==> config.mk <==
export PLATFORM = sky130hd
export DESIGN_NAME = io_top
export DESIGN_NICKNAME = d
export VERILOG_FILES = /design/src/csr_io_pkg.sv /design/src/io_top.sv /design/src/uart_tx.sv /design/src/tx_fifo.sv /design/src/io_port.sv /design/src/csr_unit.sv
export SDC_FILE = /design/constraint.sdc
export NUM_CORES = 1
export LEC_CHECK = 0
export BUFFER_PORTS_ARGS = -buffer_cell sky130_fd_sc_hd__buf_2
export CAP_MARGIN = 20
export CELL_PAD_IN_SITES_DETAIL_PLACEMENT = 1
export CELL_PAD_IN_SITES_GLOBAL_PLACEMENT = 2
export CORE_AREA = 2 2 124 126
export CTS_CLUSTER_DIAMETER = 50
export DETAILED_ROUTE_END_ITERATION = 10
export DIE_AREA = 0 0 126 128
export PLACE_DENSITY_LB_ADDON = 0.1
export SLEW_MARGIN = 20
export SYNTH_ARGS = -nofsm -noshare
export SYNTH_HDL_FRONTEND = slang
export SYNTH_HIERARCHICAL = 1
export SYNTH_SLANG_ARGS = --single-unit
==> constraint.sdc <==
create_clock -name clk -period 3.61 [get_ports clk]
set_input_delay 0 -clock clk [delete_from_list [all_inputs] [get_ports clk]]
set_output_delay 0 -clock clk [all_outputs]
set_load 0.02 [all_outputs]
==> src/csr_io_pkg.sv <==
// shared CSR addresses, operation encodings and board I/O widths for the I/O corner of the core
`default_nettype none

package csr_io_pkg;

  // same encoding as funct3 of the SYSTEM opcode
  typedef enum logic [2:0] {
    CsrRw  = 3'b001,
    CsrRs  = 3'b010,
    CsrRc  = 3'b011,
    CsrRwi = 3'b101,
    CsrRsi = 3'b110,
    CsrRci = 3'b111
  } csr_op_t;

  typedef logic [11:0] csr_addr_t;

  // machine-level custom read-write range
  localparam csr_addr_t LedAddr      = 12'h7C0;
  localparam csr_addr_t BtnAddr      = 12'h7C1;
  localparam csr_addr_t UartDataAddr = 12'h7C2;
  localparam csr_addr_t UartStatAddr = 12'h7C3;

  // board pins
  localparam int LedWidth = 4;
  localparam int BtnWidth = 4;

  // uart status register layout
  localparam int StatFullBit  = 0;
  localparam int StatEmptyBit = 1;
  localparam int StatBusyBit  = 2;

endpackage

`default_nettype wire
==> src/io_top.sv <==
// top level of the I/O corner, wiring the CSR unit to the LED/button port, FIFO and UART
`default_nettype none
`timescale 1ns/100ps

module io_top #(
  parameter int FifoDepth  = 8,
  parameter int ClksPerBit = 868
) (
  input  logic                            clk,
  input  logic                            rst_n,
  // csr request
  input  logic                            req_valid,
  output logic                            req_ready,
  input  csr_io_pkg::csr_op_t             req_op,
  input  csr_io_pkg::csr_addr_t           req_addr,
  input  logic [4:0]                      req_zimm,
  input  logic [31:0]                     req_data,
  // csr response
  output logic                            rsp_valid,
  input  logic                            rsp_ready,
  output logic [31:0]                     rsp_data,
  output logic                            rsp_error,
  // board pins
  input  logic [csr_io_pkg::BtnWidth-1:0] btn,
  output logic [csr_io_pkg::LedWidth-1:0] led,
  output logic                            tx
);

  logic                            led_we;
  logic [csr_io_pkg::LedWidth-1:0] led_wdata;
  logic [csr_io_pkg::LedWidth-1:0] led_value;
  logic [csr_io_pkg::BtnWidth-1:0] btn_value;
  logic                            push_valid;
  logic [7:0]                      push_byte;
  logic                            fifo_full;
  logic                            fifo_empty;
  logic                            tx_valid;
  logic                            tx_ready;
  logic [7:0]                      tx_byte;
  logic                            tx_busy;

  csr_unit u_csr_unit (
    .clk,
    .rst_n,
    .req_valid,
    .req_ready,
    .req_op,
    .req_addr,
    .req_zimm,
    .req_data,
    .rsp_valid,
    .rsp_ready,
    .rsp_data,
    .rsp_error,
    .led_value,
    .btn_value,
    .fifo_full,
    .fifo_empty,
    .tx_busy,
    .led_we,
    .led_wdata,
    .push_valid,
    .push_byte
  );

  io_port u_io_port (
    .clk,
    .rst_n,
    .led_we,
    .led_wdata,
    .btn,
    .led,
    .led_value,
    .btn_value
  );

  tx_fifo #(
    .FifoDepth(FifoDepth)
  ) u_tx_fifo (
    .clk,
    .rst_n,
    .push_valid,
    .push_byte,
    .full     (fifo_full),
    .empty    (fifo_empty),
    .tx_valid,
    .tx_ready,
    .tx_byte
  );

  uart_tx #(
    .ClksPerBit(ClksPerBit)
  ) u_uart_tx (
    .clk,
    .rst_n,
    .tx_valid,
    .tx_byte,
    .tx_ready,
    .busy     (tx_busy),
    .tx
  );

endmodule

`default_nettype wire

==> src/uart_tx.sv <==
// 8N1 UART transmitter that pops bytes from the FIFO and shifts them out on tx
`default_nettype none
`timescale 1ns/100ps

module uart_tx #(
  parameter int ClksPerBit = 868
) (
  input  logic       clk,
  input  logic       rst_n,
  input  logic       tx_valid,
  input  logic [7:0] tx_byte,
  output logic       tx_ready,
  output logic       busy,
  output logic       tx
);

  localparam int CntWidth = $clog2(ClksPerBit);

  localparam logic [1:0] StIdle  = 2'd0;
  localparam logic [1:0] StStart = 2'd1;
  localparam logic [1:0] StData  = 2'd2;
  localparam logic [1:0] StStop  = 2'd3;

  logic [1:0]          state;
  logic [CntWidth-1:0] cnt;
  logic [2:0]          bit_idx;
  logic [7:0]          shreg;
  logic                bit_done;

  assign tx_ready = (state == StIdle);
  assign busy     = !tx_ready;
  assign bit_done = (cnt == CntWidth'(ClksPerBit - 1));

  always_ff @(posedge clk or negedge rst_n) begin
    if (!rst_n) begin
      state   <= StIdle;
      cnt     <= '0;
      bit_idx <= '0;
      tx      <= 1'b1;
    end else begin
      case (state)
        StIdle: begin
          // pop edge, start bit begins right after it
          if (tx_valid) begin
            state <= StStart;
            cnt   <= '0;
            tx    <= 1'b0;
          end
        end
        StStart: begin
          if (bit_done) begin
            state   <= StData;
            cnt     <= '0;
            bit_idx <= '0;
            tx      <= shreg[0];
          end else begin
            cnt <= cnt + 1'b1;
          end
        end
        StData: begin
          if (bit_done) begin
            cnt <= '0;
            if (bit_idx == 3'd7) begin
              state <= StStop;
              tx    <= 1'b1;
            end else begin
              bit_idx <= bit_idx + 1'b1;
              tx      <= shreg[1];
            end
          end else begin
            cnt <= cnt + 1'b1;
          end
        end
        default: begin
          if (bit_done) begin
            state <= StIdle;
            cnt   <= '0;
          end else begin
            cnt <= cnt + 1'b1;
          end
        end
      endcase
    end
  end

  // lsb first
  always_ff @(posedge clk) begin
    if (tx_ready && tx_valid) begin
      shreg <= tx_byte;
    end else if (state == StData && bit_done) begin
      shreg <= {1'b0, shreg[7:1]};
    end
  end

endmodule

`default_nettype wire

==> src/tx_fifo.sv <==
// byte FIFO that buffers UART data written by the CSR unit until the transmitter takes it
`default_nettype none
`timescale 1ns/100ps

module tx_fifo #(
  parameter int FifoDepth = 8
) (
  input  logic       clk,
  input  logic       rst_n,
  // write side
  input  logic       push_valid,
  input  logic [7:0] push_byte,
  output logic       full,
  output logic       empty,
  // read side
  output logic       tx_valid,
  input  logic       tx_ready,
  output logic [7:0] tx_byte
);

  localparam int AddrWidth = $clog2(FifoDepth);

  logic [7:0]         mem [FifoDepth];
  // extra msb tells full from empty
  logic [AddrWidth:0] wr_ptr;
  logic [AddrWidth:0] rd_ptr;
  logic               do_push;
  logic               do_pop;

  assign empty = (wr_ptr == rd_ptr);
  assign full  = (wr_ptr[AddrWidth] != rd_ptr[AddrWidth]) &&
                 (wr_ptr[AddrWidth-1:0] == rd_ptr[AddrWidth-1:0]);

  assign tx_valid = !empty;
  assign tx_byte  = mem[rd_ptr[AddrWidth-1:0]];

  // push while full is dropped
  assign do_push = push_valid && !full;
  assign do_pop  = tx_valid && tx_ready;

  always_ff @(posedge clk) begin
    if (do_push) begin
      mem[wr_ptr[AddrWidth-1:0]] <= push_byte;
    end
  end

  always_ff @(posedge clk or negedge rst_n) begin
    if (!rst_n) begin
      wr_ptr <= '0;
    end else if (do_push) begin
      wr_ptr <= wr_ptr + 1'b1;
    end
  end

  always_ff @(posedge clk or negedge rst_n) begin
    if (!rst_n) begin
      rd_ptr <= '0;
    end else if (do_pop) begin
      rd_ptr <= rd_ptr + 1'b1;
    end
  end

endmodule

`default_nettype wire

==> src/io_port.sv <==
// LED output register and button input synchroniser, read back through the CSR unit
`default_nettype none
`timescale 1ns/100ps

module io_port (
  input  logic                            clk,
  input  logic                            rst_n,
  input  logic                            led_we,
  input  logic [csr_io_pkg::LedWidth-1:0] led_wdata,
  input  logic [csr_io_pkg::BtnWidth-1:0] btn,
  output logic [csr_io_pkg::LedWidth-1:0] led,
  output logic [csr_io_pkg::LedWidth-1:0] led_value,
  output logic [csr_io_pkg::BtnWidth-1:0] btn_value
);

  logic [csr_io_pkg::LedWidth-1:0] led_q;
  logic [csr_io_pkg::BtnWidth-1:0] btn_meta;
  logic [csr_io_pkg::BtnWidth-1:0] btn_sync;

  always_ff @(posedge clk or negedge rst_n) begin
    if (!rst_n) begin
      led_q <= '0;
    end else if (led_we) begin
      led_q <= led_wdata;
    end
  end

  // buttons are asynchronous to clk
  always_ff @(posedge clk or negedge rst_n) begin
    if (!rst_n) begin
      btn_meta <= '0;
      btn_sync <= '0;
    end else begin
      btn_meta <= btn;
      btn_sync <= btn_meta;
    end
  end

  assign led       = led_q;
  assign led_value = led_q;
  assign btn_value = btn_sync;

endmodule

`default_nettype wire

==> src/csr_unit.sv <==
// executes CSR requests against the LED, button and UART registers and returns the old value
`default_nettype none
`timescale 1ns/100ps

module csr_unit (
  input  logic                                clk,
  input  logic                                rst_n,
  // request
  input  logic                                req_valid,
  output logic                                req_ready,
  input  csr_io_pkg::csr_op_t                 req_op,
  input  csr_io_pkg::csr_addr_t               req_addr,
  input  logic [4:0]                          req_zimm,
  input  logic [31:0]                         req_data,
  // response
  output logic                                rsp_valid,
  input  logic                                rsp_ready,
  output logic [31:0]                         rsp_data,
  output logic                                rsp_error,
  // peer state
  input  logic [csr_io_pkg::LedWidth-1:0]     led_value,
  input  logic [csr_io_pkg::BtnWidth-1:0]     btn_value,
  input  logic                                fifo_full,
  input  logic                                fifo_empty,
  input  logic                                tx_busy,
  // peer writes
  output logic                                led_we,
  output logic [csr_io_pkg::LedWidth-1:0]     led_wdata,
  output logic                                push_valid,
  output logic [7:0]                          push_byte
);

  logic        accept;
  logic        imm_form;
  logic        do_write;
  logic [31:0] operand;
  logic [31:0] old_value;
  logic [31:0] new_value;
  logic        addr_known;
  logic        addr_ro;
  logic        is_led;
  logic        is_uart_data;
  logic        req_error;

  // one operation in flight, a pending response blocks the next request
  assign req_ready = !rsp_valid;
  assign accept    = req_valid && req_ready;

  assign imm_form = (req_op == csr_io_pkg::CsrRwi) ||
                    (req_op == csr_io_pkg::CsrRsi) ||
                    (req_op == csr_io_pkg::CsrRci);

  assign operand = imm_form ? {27'b0, req_zimm} : req_data;

  // for register forms req_zimm carries the rs1 index
  always_comb begin
    do_write  = 1'b0;
    new_value = old_value;
    case (req_op)
      csr_io_pkg::CsrRw, csr_io_pkg::CsrRwi: begin
        do_write  = 1'b1;
        new_value = operand;
      end
      csr_io_pkg::CsrRs, csr_io_pkg::CsrRsi: begin
        do_write  = |req_zimm;
        new_value = old_value | operand;
      end
      csr_io_pkg::CsrRc, csr_io_pkg::CsrRci: begin
        do_write  = |req_zimm;
        new_value = old_value & ~operand;
      end
      default: begin
        do_write = 1'b0;
      end
    endcase
  end

  // address decode and read mux
  always_comb begin
    old_value  = '0;
    addr_known = 1'b1;
    addr_ro    = 1'b0;
    case (req_addr)
      csr_io_pkg::LedAddr: begin
        old_value[csr_io_pkg::LedWidth-1:0] = led_value;
      end
      csr_io_pkg::BtnAddr: begin
        old_value[csr_io_pkg::BtnWidth-1:0] = btn_value;
        addr_ro = 1'b1;
      end
      csr_io_pkg::UartDataAddr: begin
        old_value = '0;
      end
      csr_io_pkg::UartStatAddr: begin
        old_value[csr_io_pkg::StatFullBit]  = fifo_full;
        old_value[csr_io_pkg::StatEmptyBit] = fifo_empty;
        old_value[csr_io_pkg::StatBusyBit]  = tx_busy;
        addr_ro = 1'b1;
      end
      default: begin
        addr_known = 1'b0;
      end
    endcase
  end

  assign is_led       = (req_addr == csr_io_pkg::LedAddr);
  assign is_uart_data = (req_addr == csr_io_pkg::UartDataAddr);

  // a full FIFO drops the byte and reports it
  assign req_error = !addr_known ||
                     (do_write && addr_ro) ||
                     (do_write && is_uart_data && fifo_full);

  assign led_we     = accept && do_write && !req_error && is_led;
  assign led_wdata  = new_value[csr_io_pkg::LedWidth-1:0];
  assign push_valid = accept && do_write && !req_error && is_uart_data;
  assign push_byte  = operand[7:0];

  always_ff @(posedge clk or negedge rst_n) begin
    if (!rst_n) begin
      rsp_valid <= 1'b0;
    end else if (accept) begin
      rsp_valid <= 1'b1;
    end else if (rsp_ready) begin
      rsp_valid <= 1'b0;
    end
  end

  // held while rsp_valid waits for rsp_ready
  always_ff @(posedge clk) begin
    if (accept) begin
      rsp_data  <= old_value;
      rsp_error <= req_error;
    end
  end

endmodule

`default_nettype wire

==> results.md, run 1 <==
* Hold Path Class: in2reg
* Vias at between 3000 and 4000
* Diode count at 0
* Final period utilization at ~77%
* Largest net degree at the start of global routing at 38
* Slew @ Worst Pin at around 900 ps
* Final setup fails at 0
* Register area share after synthesis at around 57%
* Worst Path Required at just under 4000 ps
* Worst slack at placement at 902 ps
* Initial Util at a little under two fifths
* Slowest CP cell: nor2_1
* Gr ovfl total at 0
* Worst-Skew Late Latency at 420 ps
* IO Port Bufs at 47
* Core region area at ~15000 um2
* Post-synth cell types at 75
* CTS sink count at approximately 110
* Root Buffer Master: clkbuf_16
* # H-tree levels at 4
* Number of max-cap violations at 0
* Clock transition at path regs at approximately 60 ps
* Slew Limit Fails at 0
* Clk_skew at slightly below 9 ps
* Commonest cells in the netlist: edfxtp_1 (77), dfrtp_1 (36), buf_4 (33)
* Top-count cell post-synth: edfxtp_1
* Seq. cell area at 3240 um2
* Type of the worst setup path: reg2reg
* P_sw at 1440 uW
* Worst slew margin at between 30% and 40%
* Crit path capture type: flip-flop
* DIE HEIGHT at around 130 um
* Post-synth EDFFs at 77
* Multi-input gate area at between 2000 and 2500 um2
* Post-Syn Area at around 5700 um2
* Drt total wl at 11900 um
* Max Fclk at 0.358 GHz
* Yosys warns at 6
* CTS buffer count at 17
* Initial antenna violation count at 0
* Die area at 16100 um2
* Placement Rows at 45
* Pwr dens at approximately 680 nW/um2
* Chip width at between 100 and 150 um
* Critical Path Max Stage Delay at roughly 650 ps
* GPL Wtd Cong at roughly 0.7
* CTS tree: done
* DR iter-0 viols at between 150 and 200
* Peak supply drop at 0.243 mV
* Crit path time final at 2790 ps
* Setup TNS at 0 ps
* Internal power at between 3000 and 4000 uW
* Share of cells above drive strength 1 at between 30% and 40%
* Gr usage total at ~16%
* Clock share of power at 36.8%
* Vias in the first global route at 3534
* Setup bufs post-CTS at 0
* Unrepaired setup endpoints after global routing: false
* First-pass GRT wire length at 18900 um
* Synth top area cells: edfxtp_1 (41%), dfrtp_1 (16%), buf_4 (4.3%)
* WP data arrival at 3130 ps
* Ports at 100
* First-pass detailed-route iteration total at 4
* Post-Syn Area per Cell at between 10 and 15 um2
* Vias per inst at approximately 5.2
* Fillers at between 1500 and 2000
* Post-DP HPWL at about 8000 um
* Cell Chain, Critical Path: xor2_2, nor4_1, inv_1, nor2_1, a211oi_2, mux2_2
* Final Hold Fails at 0
* Status: completed
* Startpoint class of the critical path: flip-flop
* Worst hold slack at between 10 and 15 ps
* Comb pwr share at approximately 28%
* Setup WS post-layout at between 800 and 900 ps
* Yosys reg bits at approximately 110
* Final #Nets at ~530
* Area share of the largest cell type after synthesis at 40.5%
* FFs w/ async S/R, synth at between 30% and 40%
* DRC at 0
* Switching Fraction at 31.1%
* Reg power frac at between 30% and 40%
* Crit Path Max Fanout at 10
* Area grow syn2layout at 18.1%
* Post-synthesis cell count at roughly 390
* Largest area contributor in the synthesized netlist: edfxtp_1
* Average wire per standard cell at about 18 um
* Main flop type after synthesis: edfxtp_1
* Longest Clk Path Bufs at 2
* Routed Antenna Nets at 0
* Leak pwr at around 0.0027 uW
through the flow:
stage,power [uW],util [%],area [um2],cells
global route,4850,45.3,6740,663
detailed placement,2960,40.7,6050,622
floorplan,2680,-,5810,419
finish,4620,45.3,6740,663
CTS,4680,45.3,6740,663
global placement,2930,40.7,6050,622
cell families (layout without fill, tap and decap cells):
group	count (synthesis)	after routing	synth area share [%]
buffers and inverters	61	117	6.86
adder cells (fa/ha/maj)	9	9	1.97
XOR/XNOR	16	16	2.85
flip-flops	114	114	56.8
AO/OA/AOI/OAI	50	50	7.94
AND/OR/NAND/NOR	89	89	9.25
multiplexers	52	52	14.3
other	1	28	0.0657
path summary, 6_finish.rpt:
path | cells after the start | slack (ps) | endpoint | from
min reg2reg | 0 | 350 | u_io_port/btn_value[2]$_DFF_PN0_ | u_io_port/btn_meta[2]$_DFF_PN0_
max in group asynchronous | 2 | 2790 | u_io_port/led[0]$_DFFE_PN0P_ | rst_n
min in group asynchronous | 2 | 250 | u_uart_tx/state[1]$_DFFE_PN0P_ | rst_n
min | 2 | 10 | u_tx_fifo/mem[4][4]$_DFFE_PP_ | req_data[4]
max reg2reg | 6 | 820 | u_uart_tx/tx$_DFFE_PN1P_ | u_tx_fifo/wr_ptr[1]$_DFFE_PN0P_
max | 6 | 820 | u_uart_tx/tx$_DFFE_PN1P_ | u_tx_fifo/wr_ptr[1]$_DFFE_PN0P_
sequential cells by signal (all words and copies together) (netlist names):
register / cells
u_io_port/btn_meta: 4
u_csr_unit/rsp_valid: 1
u_tx_fifo/mem: 64
u_uart_tx/bit_idx: 3
u_tx_fifo/wr_ptr: 4
u_io_port/led: 4
u_io_port/btn_value: 4
u_tx_fifo/rd_ptr: 4
u_uart_tx/state: 2
u_csr_unit/rsp_error: 1
u_uart_tx/shreg: 8
u_csr_unit/rsp_data: 4
u_uart_tx/cnt: 10
u_uart_tx/tx: 1
final cells by class:
type | instances | share of cell area (%)
flip-flops and latches | 114 | 48.1
repair buffers | 71 | 6.50
clock inverters | 15 | 2.56
inverters | 14 | 0.780
multi-input cells | 244 | 32.3
clock buffers | 17 | 6.31
well taps | 188 | 3.49
layer usage:
layer	part of all wire [%]	up-vias	global-route usage, %
met5	0	-	0
met4	1.3	0	6.21
met3	3.7	10	3.63
met2	50	81	25.9
met1	45	1733	19.6
li1	-	1592	-
power groups by stage:
| stage | Sequential [uW] | Clock (uW) | Combinational, uW |
|---|---|---|---|
| after global placement | 1670 | 0 | 1260 |
| after floorplan | 1660 | 0 | 1010 |
| after CTS | 1650 | 1730 | 1300 |
| after global routing | 1660 | 1800 | 1390 |
| after detailed placement | 1670 | 0 | 1280 |
| final | 1650 | 1700 | 1270 |
worst max-delay path: cells and delay by family (launching register included):
| family | cells | cell delay, ps |
|---|---|---|
| and+or+nand+nor | 2 | 1270 |
| xor gates and xnor gates | 1 | 250 |
| buffers and inverters | 1 | 220 |
| AOI/OAI and AO/OA | 1 | 100 |
| DFF | 1 | 580 |
| muxes | 1 | 300 |
cells in the final DEF, fill, tap and decap left out, types with 5 or more instances in the layout:
cell type      count
conb_1            28
xnor2_1            7
mux2_4             7
nor2_1            13
edfxtp_1          77
clkbuf_16         17
buf_4             15
mux4_1             9
mux2i_1            8
nand2_1           18
buf_2             47
ha_1               9
mux2_2            19
nor4_1             5
dlygate4sd3_1      9
o21ai_0            9
nor3_1             5
mux4_2             7
nand3_1           14
and2_1             7
dfrtp_1           36
inv_1             13
xor2_1             6
what timing repair did:
| action | 4_1_cts | 5_1_grt |
|---|---|---|
| endpoints found under the hold margin | 42 | 0 |
| hold buffers | 9 | 0 |
| resized for setup | 0 | 0 |
Note: power is estimated with default switching activity, not from simulation.
==> inputs of run 2 (changes only) <==
--- a/config.mk
+++ b/config.mk
@@ -5,14 +5,15 @@
 export SDC_FILE = /design/constraint.sdc
 export NUM_CORES = 1
 export LEC_CHECK = 0
+export ABC_AREA = 1
 export BUFFER_PORTS_ARGS = -buffer_cell sky130_fd_sc_hd__buf_2
 export CAP_MARGIN = 20
 export CELL_PAD_IN_SITES_DETAIL_PLACEMENT = 1
 export CELL_PAD_IN_SITES_GLOBAL_PLACEMENT = 2
-export CORE_AREA = 2 2 124 126
+export CORE_AREA = 2 2 132 134
 export CTS_CLUSTER_DIAMETER = 50
 export DETAILED_ROUTE_END_ITERATION = 10
-export DIE_AREA = 0 0 126 128
+export DIE_AREA = 0 0 134 136
 export PLACE_DENSITY_LB_ADDON = 0.1
 export SLEW_MARGIN = 20
 export SYNTH_ARGS = -nofsm -noshare
==> constraint.sdc (replaced) <==
create_clock -name clk -period 2.61 [get_ports clk]
set_input_delay 0 -clock clk [delete_from_list [all_inputs] [get_ports clk]]
set_output_delay 0 -clock clk [all_outputs]
set_load 0.02 [all_outputs]
==> run 2 against run 1 <==
  * Sequential share of layout area decreased by 0.93 points
  * Synthesized area rose by 0.77%
  * Non-clock buffer count is 3 higher
  * Combinational power grew 41%
  * Sequential cell count did not move
  * Via count rose by 22%
  * Final area up 2.0%
  * Total power up 39%
  * Clock-buffer cell count stayed put
  * Clock skew decreased by 3.2 ps
  * Largest power group unchanged
  * Highest routed layer unchanged
==> results.md, run 2 <==
* CTS buffer count at 17 (unchanged)
* R2R depth at 14 (was 6)
* Fillers at 1923 (was 1543)
* Drt total wl at 13100 um (was 11900 um)
* Routed Antenna Nets at 0 (unchanged)
* Compound-Gate Fraction of Synth Area at 6.79% (was 7.94%)
* Internal power at 4280 uW (was 3180 uW)
* Yosys reg bits at 114 (unchanged)
* Number of max-cap violations at 0 (unchanged)
* Hold EP: u_tx_fifo/mem[0][6]$_DFFE_PP_ (was u_tx_fifo/mem[4][4]$_DFFE_PP_)
* GPL Wtd Cong at 0.793 (was 0.702)
* Clock share of power at 36.8% (about the same)
* Vias per inst at 4.61 (was 5.15)
* Worst-Skew Late Latency at 420 ps (about the same)
* Worst slew margin at 40.1% (was 39.9%)
* Switching Fraction at 33.3% (was 31.1%)
* Chip width at 134 um (was 126 um)
* Launch point of the worst reg-to-reg path: u_tx_fifo/wr_ptr[1]$_DFFE_PN0P_ (unchanged)
* Post-synthesis cell count at 592 (was 392)
* Worst slack at placement at 257 ps (was 902 ps)
* Worst Setup SP: u_tx_fifo/wr_ptr[1]$_DFFE_PN0P_ (unchanged)
* Synth Area in Adders at 1.96% (was 1.97%)
* Average wire per standard cell at 14.5 um (was 18.0 um)
* Reg power frac at 35.3% (was 35.7%)
* Root Buffer Master: clkbuf_16 (unchanged)
* Slew @ Worst Pin at 899 ps (was 901 ps)
* Post-synth cell types at 45 (was 75)
* First-pass detailed-route iteration total at 6 (was 4)
* Crit path capture type: flip-flop (unchanged)
* P_sw at 2140 uW (was 1440 uW)
* Gr ovfl total at 0 (unchanged)
* R2r endpoint: u_tx_fifo/mem[4][5]$_DFFE_PP_ (was u_uart_tx/tx$_DFFE_PN1P_)
* Ports at 100 (unchanged)
* Type of the worst setup path: reg2reg (unchanged)
* Commonest cells in the netlist: nand2_1 (142), edfxtp_1 (77), nor2_1 (59) (was edfxtp_1 (77), dfrtp_1 (36), buf_4 (33))
* WP data arrival at 2430 ps (was 3130 ps)
* Initial Util at 34.1% (was 38.4%)
* CTS tree: done (unchanged)
* Startpoint class of the critical path: flip-flop (unchanged)
* Synth top area cells: edfxtp_1 (40%), dfrtp_1 (16%), nand2_1 (9.3%) (was edfxtp_1 (41%), dfrtp_1 (16%), buf_4 (4.3%))
* Worst Path Required at 2730 ps (was 3950 ps)
* DR iter-0 viols at 118 (was 163)
* Slew Limit Fails at 0 (unchanged)
* Max Fclk at 0.434 GHz (was 0.358 GHz)
* Clock transition at path regs at 60 ps (about the same)
* Diode count at 0 (unchanged)
* Final Hold Fails at 0 (unchanged)
* Peak supply drop at 0.499 mV (was 0.243 mV)
* Setup TNS at 0 ps (unchanged)
* Largest net degree at the start of global routing at 38 (unchanged)
* CTS sink count at 114 (unchanged)
* Vias at 4170 (was 3416)
* Most frequent cells in the layout: nand2_1 (142), edfxtp_1 (77), nor2_1 (59) (was edfxtp_1 (77), buf_2 (47), dfrtp_1 (36))
* Commonest non-fill, non-tap cell in the layout: nand2_1 (was edfxtp_1)
* Crit Path Max Fanout at 8 (was 10)
* Share of cells above drive strength 1 at 21.8% (was 31.2%)
* DRC at 0 (unchanged)
* Vias in the first global route at 4253 (was 3534)
* Placed cell count at 863 (was 622)
* Hold path startpoint: req_data[6] (was req_data[4])
* Largest area contributor in the synthesized netlist: edfxtp_1 (unchanged)
* Post-Synth XOR/XNOR Area at 1.04% (was 2.85%)
* Final #Nets at 735 (was 531)
* # H-tree levels at 4 (unchanged)
* Setup bufs post-CTS at 0 (unchanged)
* Initial antenna violation count at 0 (unchanged)
* Seq. cell area at 3240 um2 (unchanged)
* Multi-input gate area at 2060 um2 (was 2180 um2)
* Status: completed (unchanged)
* Unrepaired setup endpoints after global routing: false (unchanged)
* Post-synthesis mux area share at 1.37% (was 14.3%)
* Max FFs per register at 64 (unchanged)
* Die area at 18200 um2 (was 16100 um2)
* Area grow syn2layout at 19.5% (was 18.1%)
* First-pass GRT wire length at 21400 um (was 18900 um)
* Post-DP HPWL at 9480 um (was 8000 um)
* Post-Syn Area per Cell at 9.71 um2 (was 14.6 um2)
* FFs w/ async S/R, synth at 32.5% (unchanged)
* Main flop type after synthesis: edfxtp_1 (unchanged)
* Core region area at 16900 um2 (was 14900 um2)
* Hold Crit Depth at 3 (was 2)
* Area share of the largest cell type after synthesis at 40.2% (was 40.5%)
* Register area share after synthesis at 56.3% (was 56.8%)
* Post-Syn Area at 5750 um2 (was 5710 um2)
* IO Port Bufs at 47 (unchanged)
* Worst hold slack at 18.7 ps (was 13.9 ps)
* Final setup fails at 0 (unchanged)
* Main combinational cell family by area after synthesis: simple AND/OR/NAND/NOR gates (was multiplexers)
* Simple-gate share of the synthesized area at 22.9% (was 9.25%)
* DIE HEIGHT at 136 um (was 128 um)
* Yosys warns at 6 (unchanged)
* Pwr dens at 934 nW/um2 (was 685 nW/um2)
* Leak pwr at 0.00299 uW (was 0.00268 uW)
* Comb pwr share at 27.9% (was 27.6%)
* Final period utilization at 88.3% (was 77.3%)
* Finished Layout Cells at 904 (was 663)
* Hold Path Class: in2reg (unchanged)
* R2R Setup Slk at 300 ps (was 820 ps)
* Placement Rows at 48 (was 45)
* Post-synth EDFFs at 77 (unchanged)
* Crit path time final at 2310 ps (was 2790 ps)
* Gr usage total at 15.5% (about the same)
* Setup WS post-layout at 304 ps (was 820 ps)
* Clk_skew at 5.65 ps (was 8.87 ps)
* Longest Clk Path Bufs at 2 (unchanged)
* Top-count cell post-synth: nand2_1 (was edfxtp_1)
==> run 2: cell types whose count changed after synthesis, moves of 12 or more <==
cell | before | now
mux2_2 | 19 | 7
o21ai_0 | 9 | 32
nand2_1 | 18 | 142
nor2_1 | 13 | 59
o21ai_1 | 1 | 14
o22ai_1 | 0 | 16
inv_1 | 13 | 42
nand3_1 | 14 | 45
==> run 2: worst max-delay path by stage <==
stage | endpoint | slack, ps | depth (start not counted)
after CTS | u_tx_fifo/mem[4][5]$_DFFE_PP_ | 240 | 14
after detailed placement | u_tx_fifo/mem[4][7]$_DFFE_PP_ | 260 | 14
final | u_tx_fifo/mem[4][5]$_DFFE_PP_ | 300 | 14
after global placement | u_tx_fifo/mem[6][5]$_DFFE_PP_ | 280 | 14
after global routing | u_tx_fifo/mem[6][5]$_DFFE_PP_ | 40 | 14
after floorplan | u_tx_fifo/mem[4][0]$_DFFE_PP_ | 230 | 12
==> run 2: through the flow <==
stage	total power, uW	utilization, %	cell area [um2]
after floorplan	3640	-	5850
after global placement	4070	36.6	6180
after detailed placement	4100	36.6	6180
after CTS	6510	40.7	6870
after global routing	6810	40.7	6870
final	6420	40.7	6870
==> run 2: power by group through the flow <==
stage,logic [uW],clock network (uW),registers (uW)
finish,1790,2360,2260
CTS,1820,2410,2270
detailed placement,1800,0,2300
floorplan,1370,0,2260
global route,2040,2480,2290
global placement,1770,0,2290
==> run 2: worst max-delay path: stages (launching register included) <==
cell and delay [ps]:
dfrtp_1 490, inv_2 70, nand2_1 80, nand2_2 70, nand4_4 110, inv_1 60
nand2_1 60, a21oi_1 60, nand3_1 100, nand3_1 100, nor2_1 200, buf_4 180
nand3_2 110, nor2_1 110, buf_4 200
==> run 2: cell type report <==
type | instances | share of cell area [%]
inverter | 55 | 3.20
timing repair buffer | 74 | 6.70
multi-input combinational | 404 | 30.0
clock buffer | 17 | 6.19
tap | 225 | 4.10
clock inverter | 15 | 2.64
sequential | 114 | 47.1
==> run 2: timing repair <==
action,in CTS,in global routing
resized for setup,0,0
hold buffers,9,0
endpoints found under the hold margin,49,0
==> run 2: logic make-up (layout without fill, tap and decap cells) <==
| group | count (synthesis) | count (layout) |
|---|---|---|
| compound gates | 70 | 70 |
| xor+xnor | 6 | 6 |
| simple gates | 284 | 284 |
| fa+ha+maj | 9 | 9 |
| mux | 7 | 7 |
| other cells | 1 | 28 |
| flops | 114 | 114 |
| buf+inv | 101 | 161 |
==> run 2: metal layers <==
layer / vias up / GRT usage (%) / part of all wire, % / wire (um)
met1: 2011 / 19.8 / 48 / 6340
met5: - / 0 / 0 / 0
met3: 24 / 3.50 / 3.3 / 427
met4: 0 / 7.27 / 2.3 / 297
li1: 2056 / - / - / -
met2: 79 / 24.9 / 46 / 6060
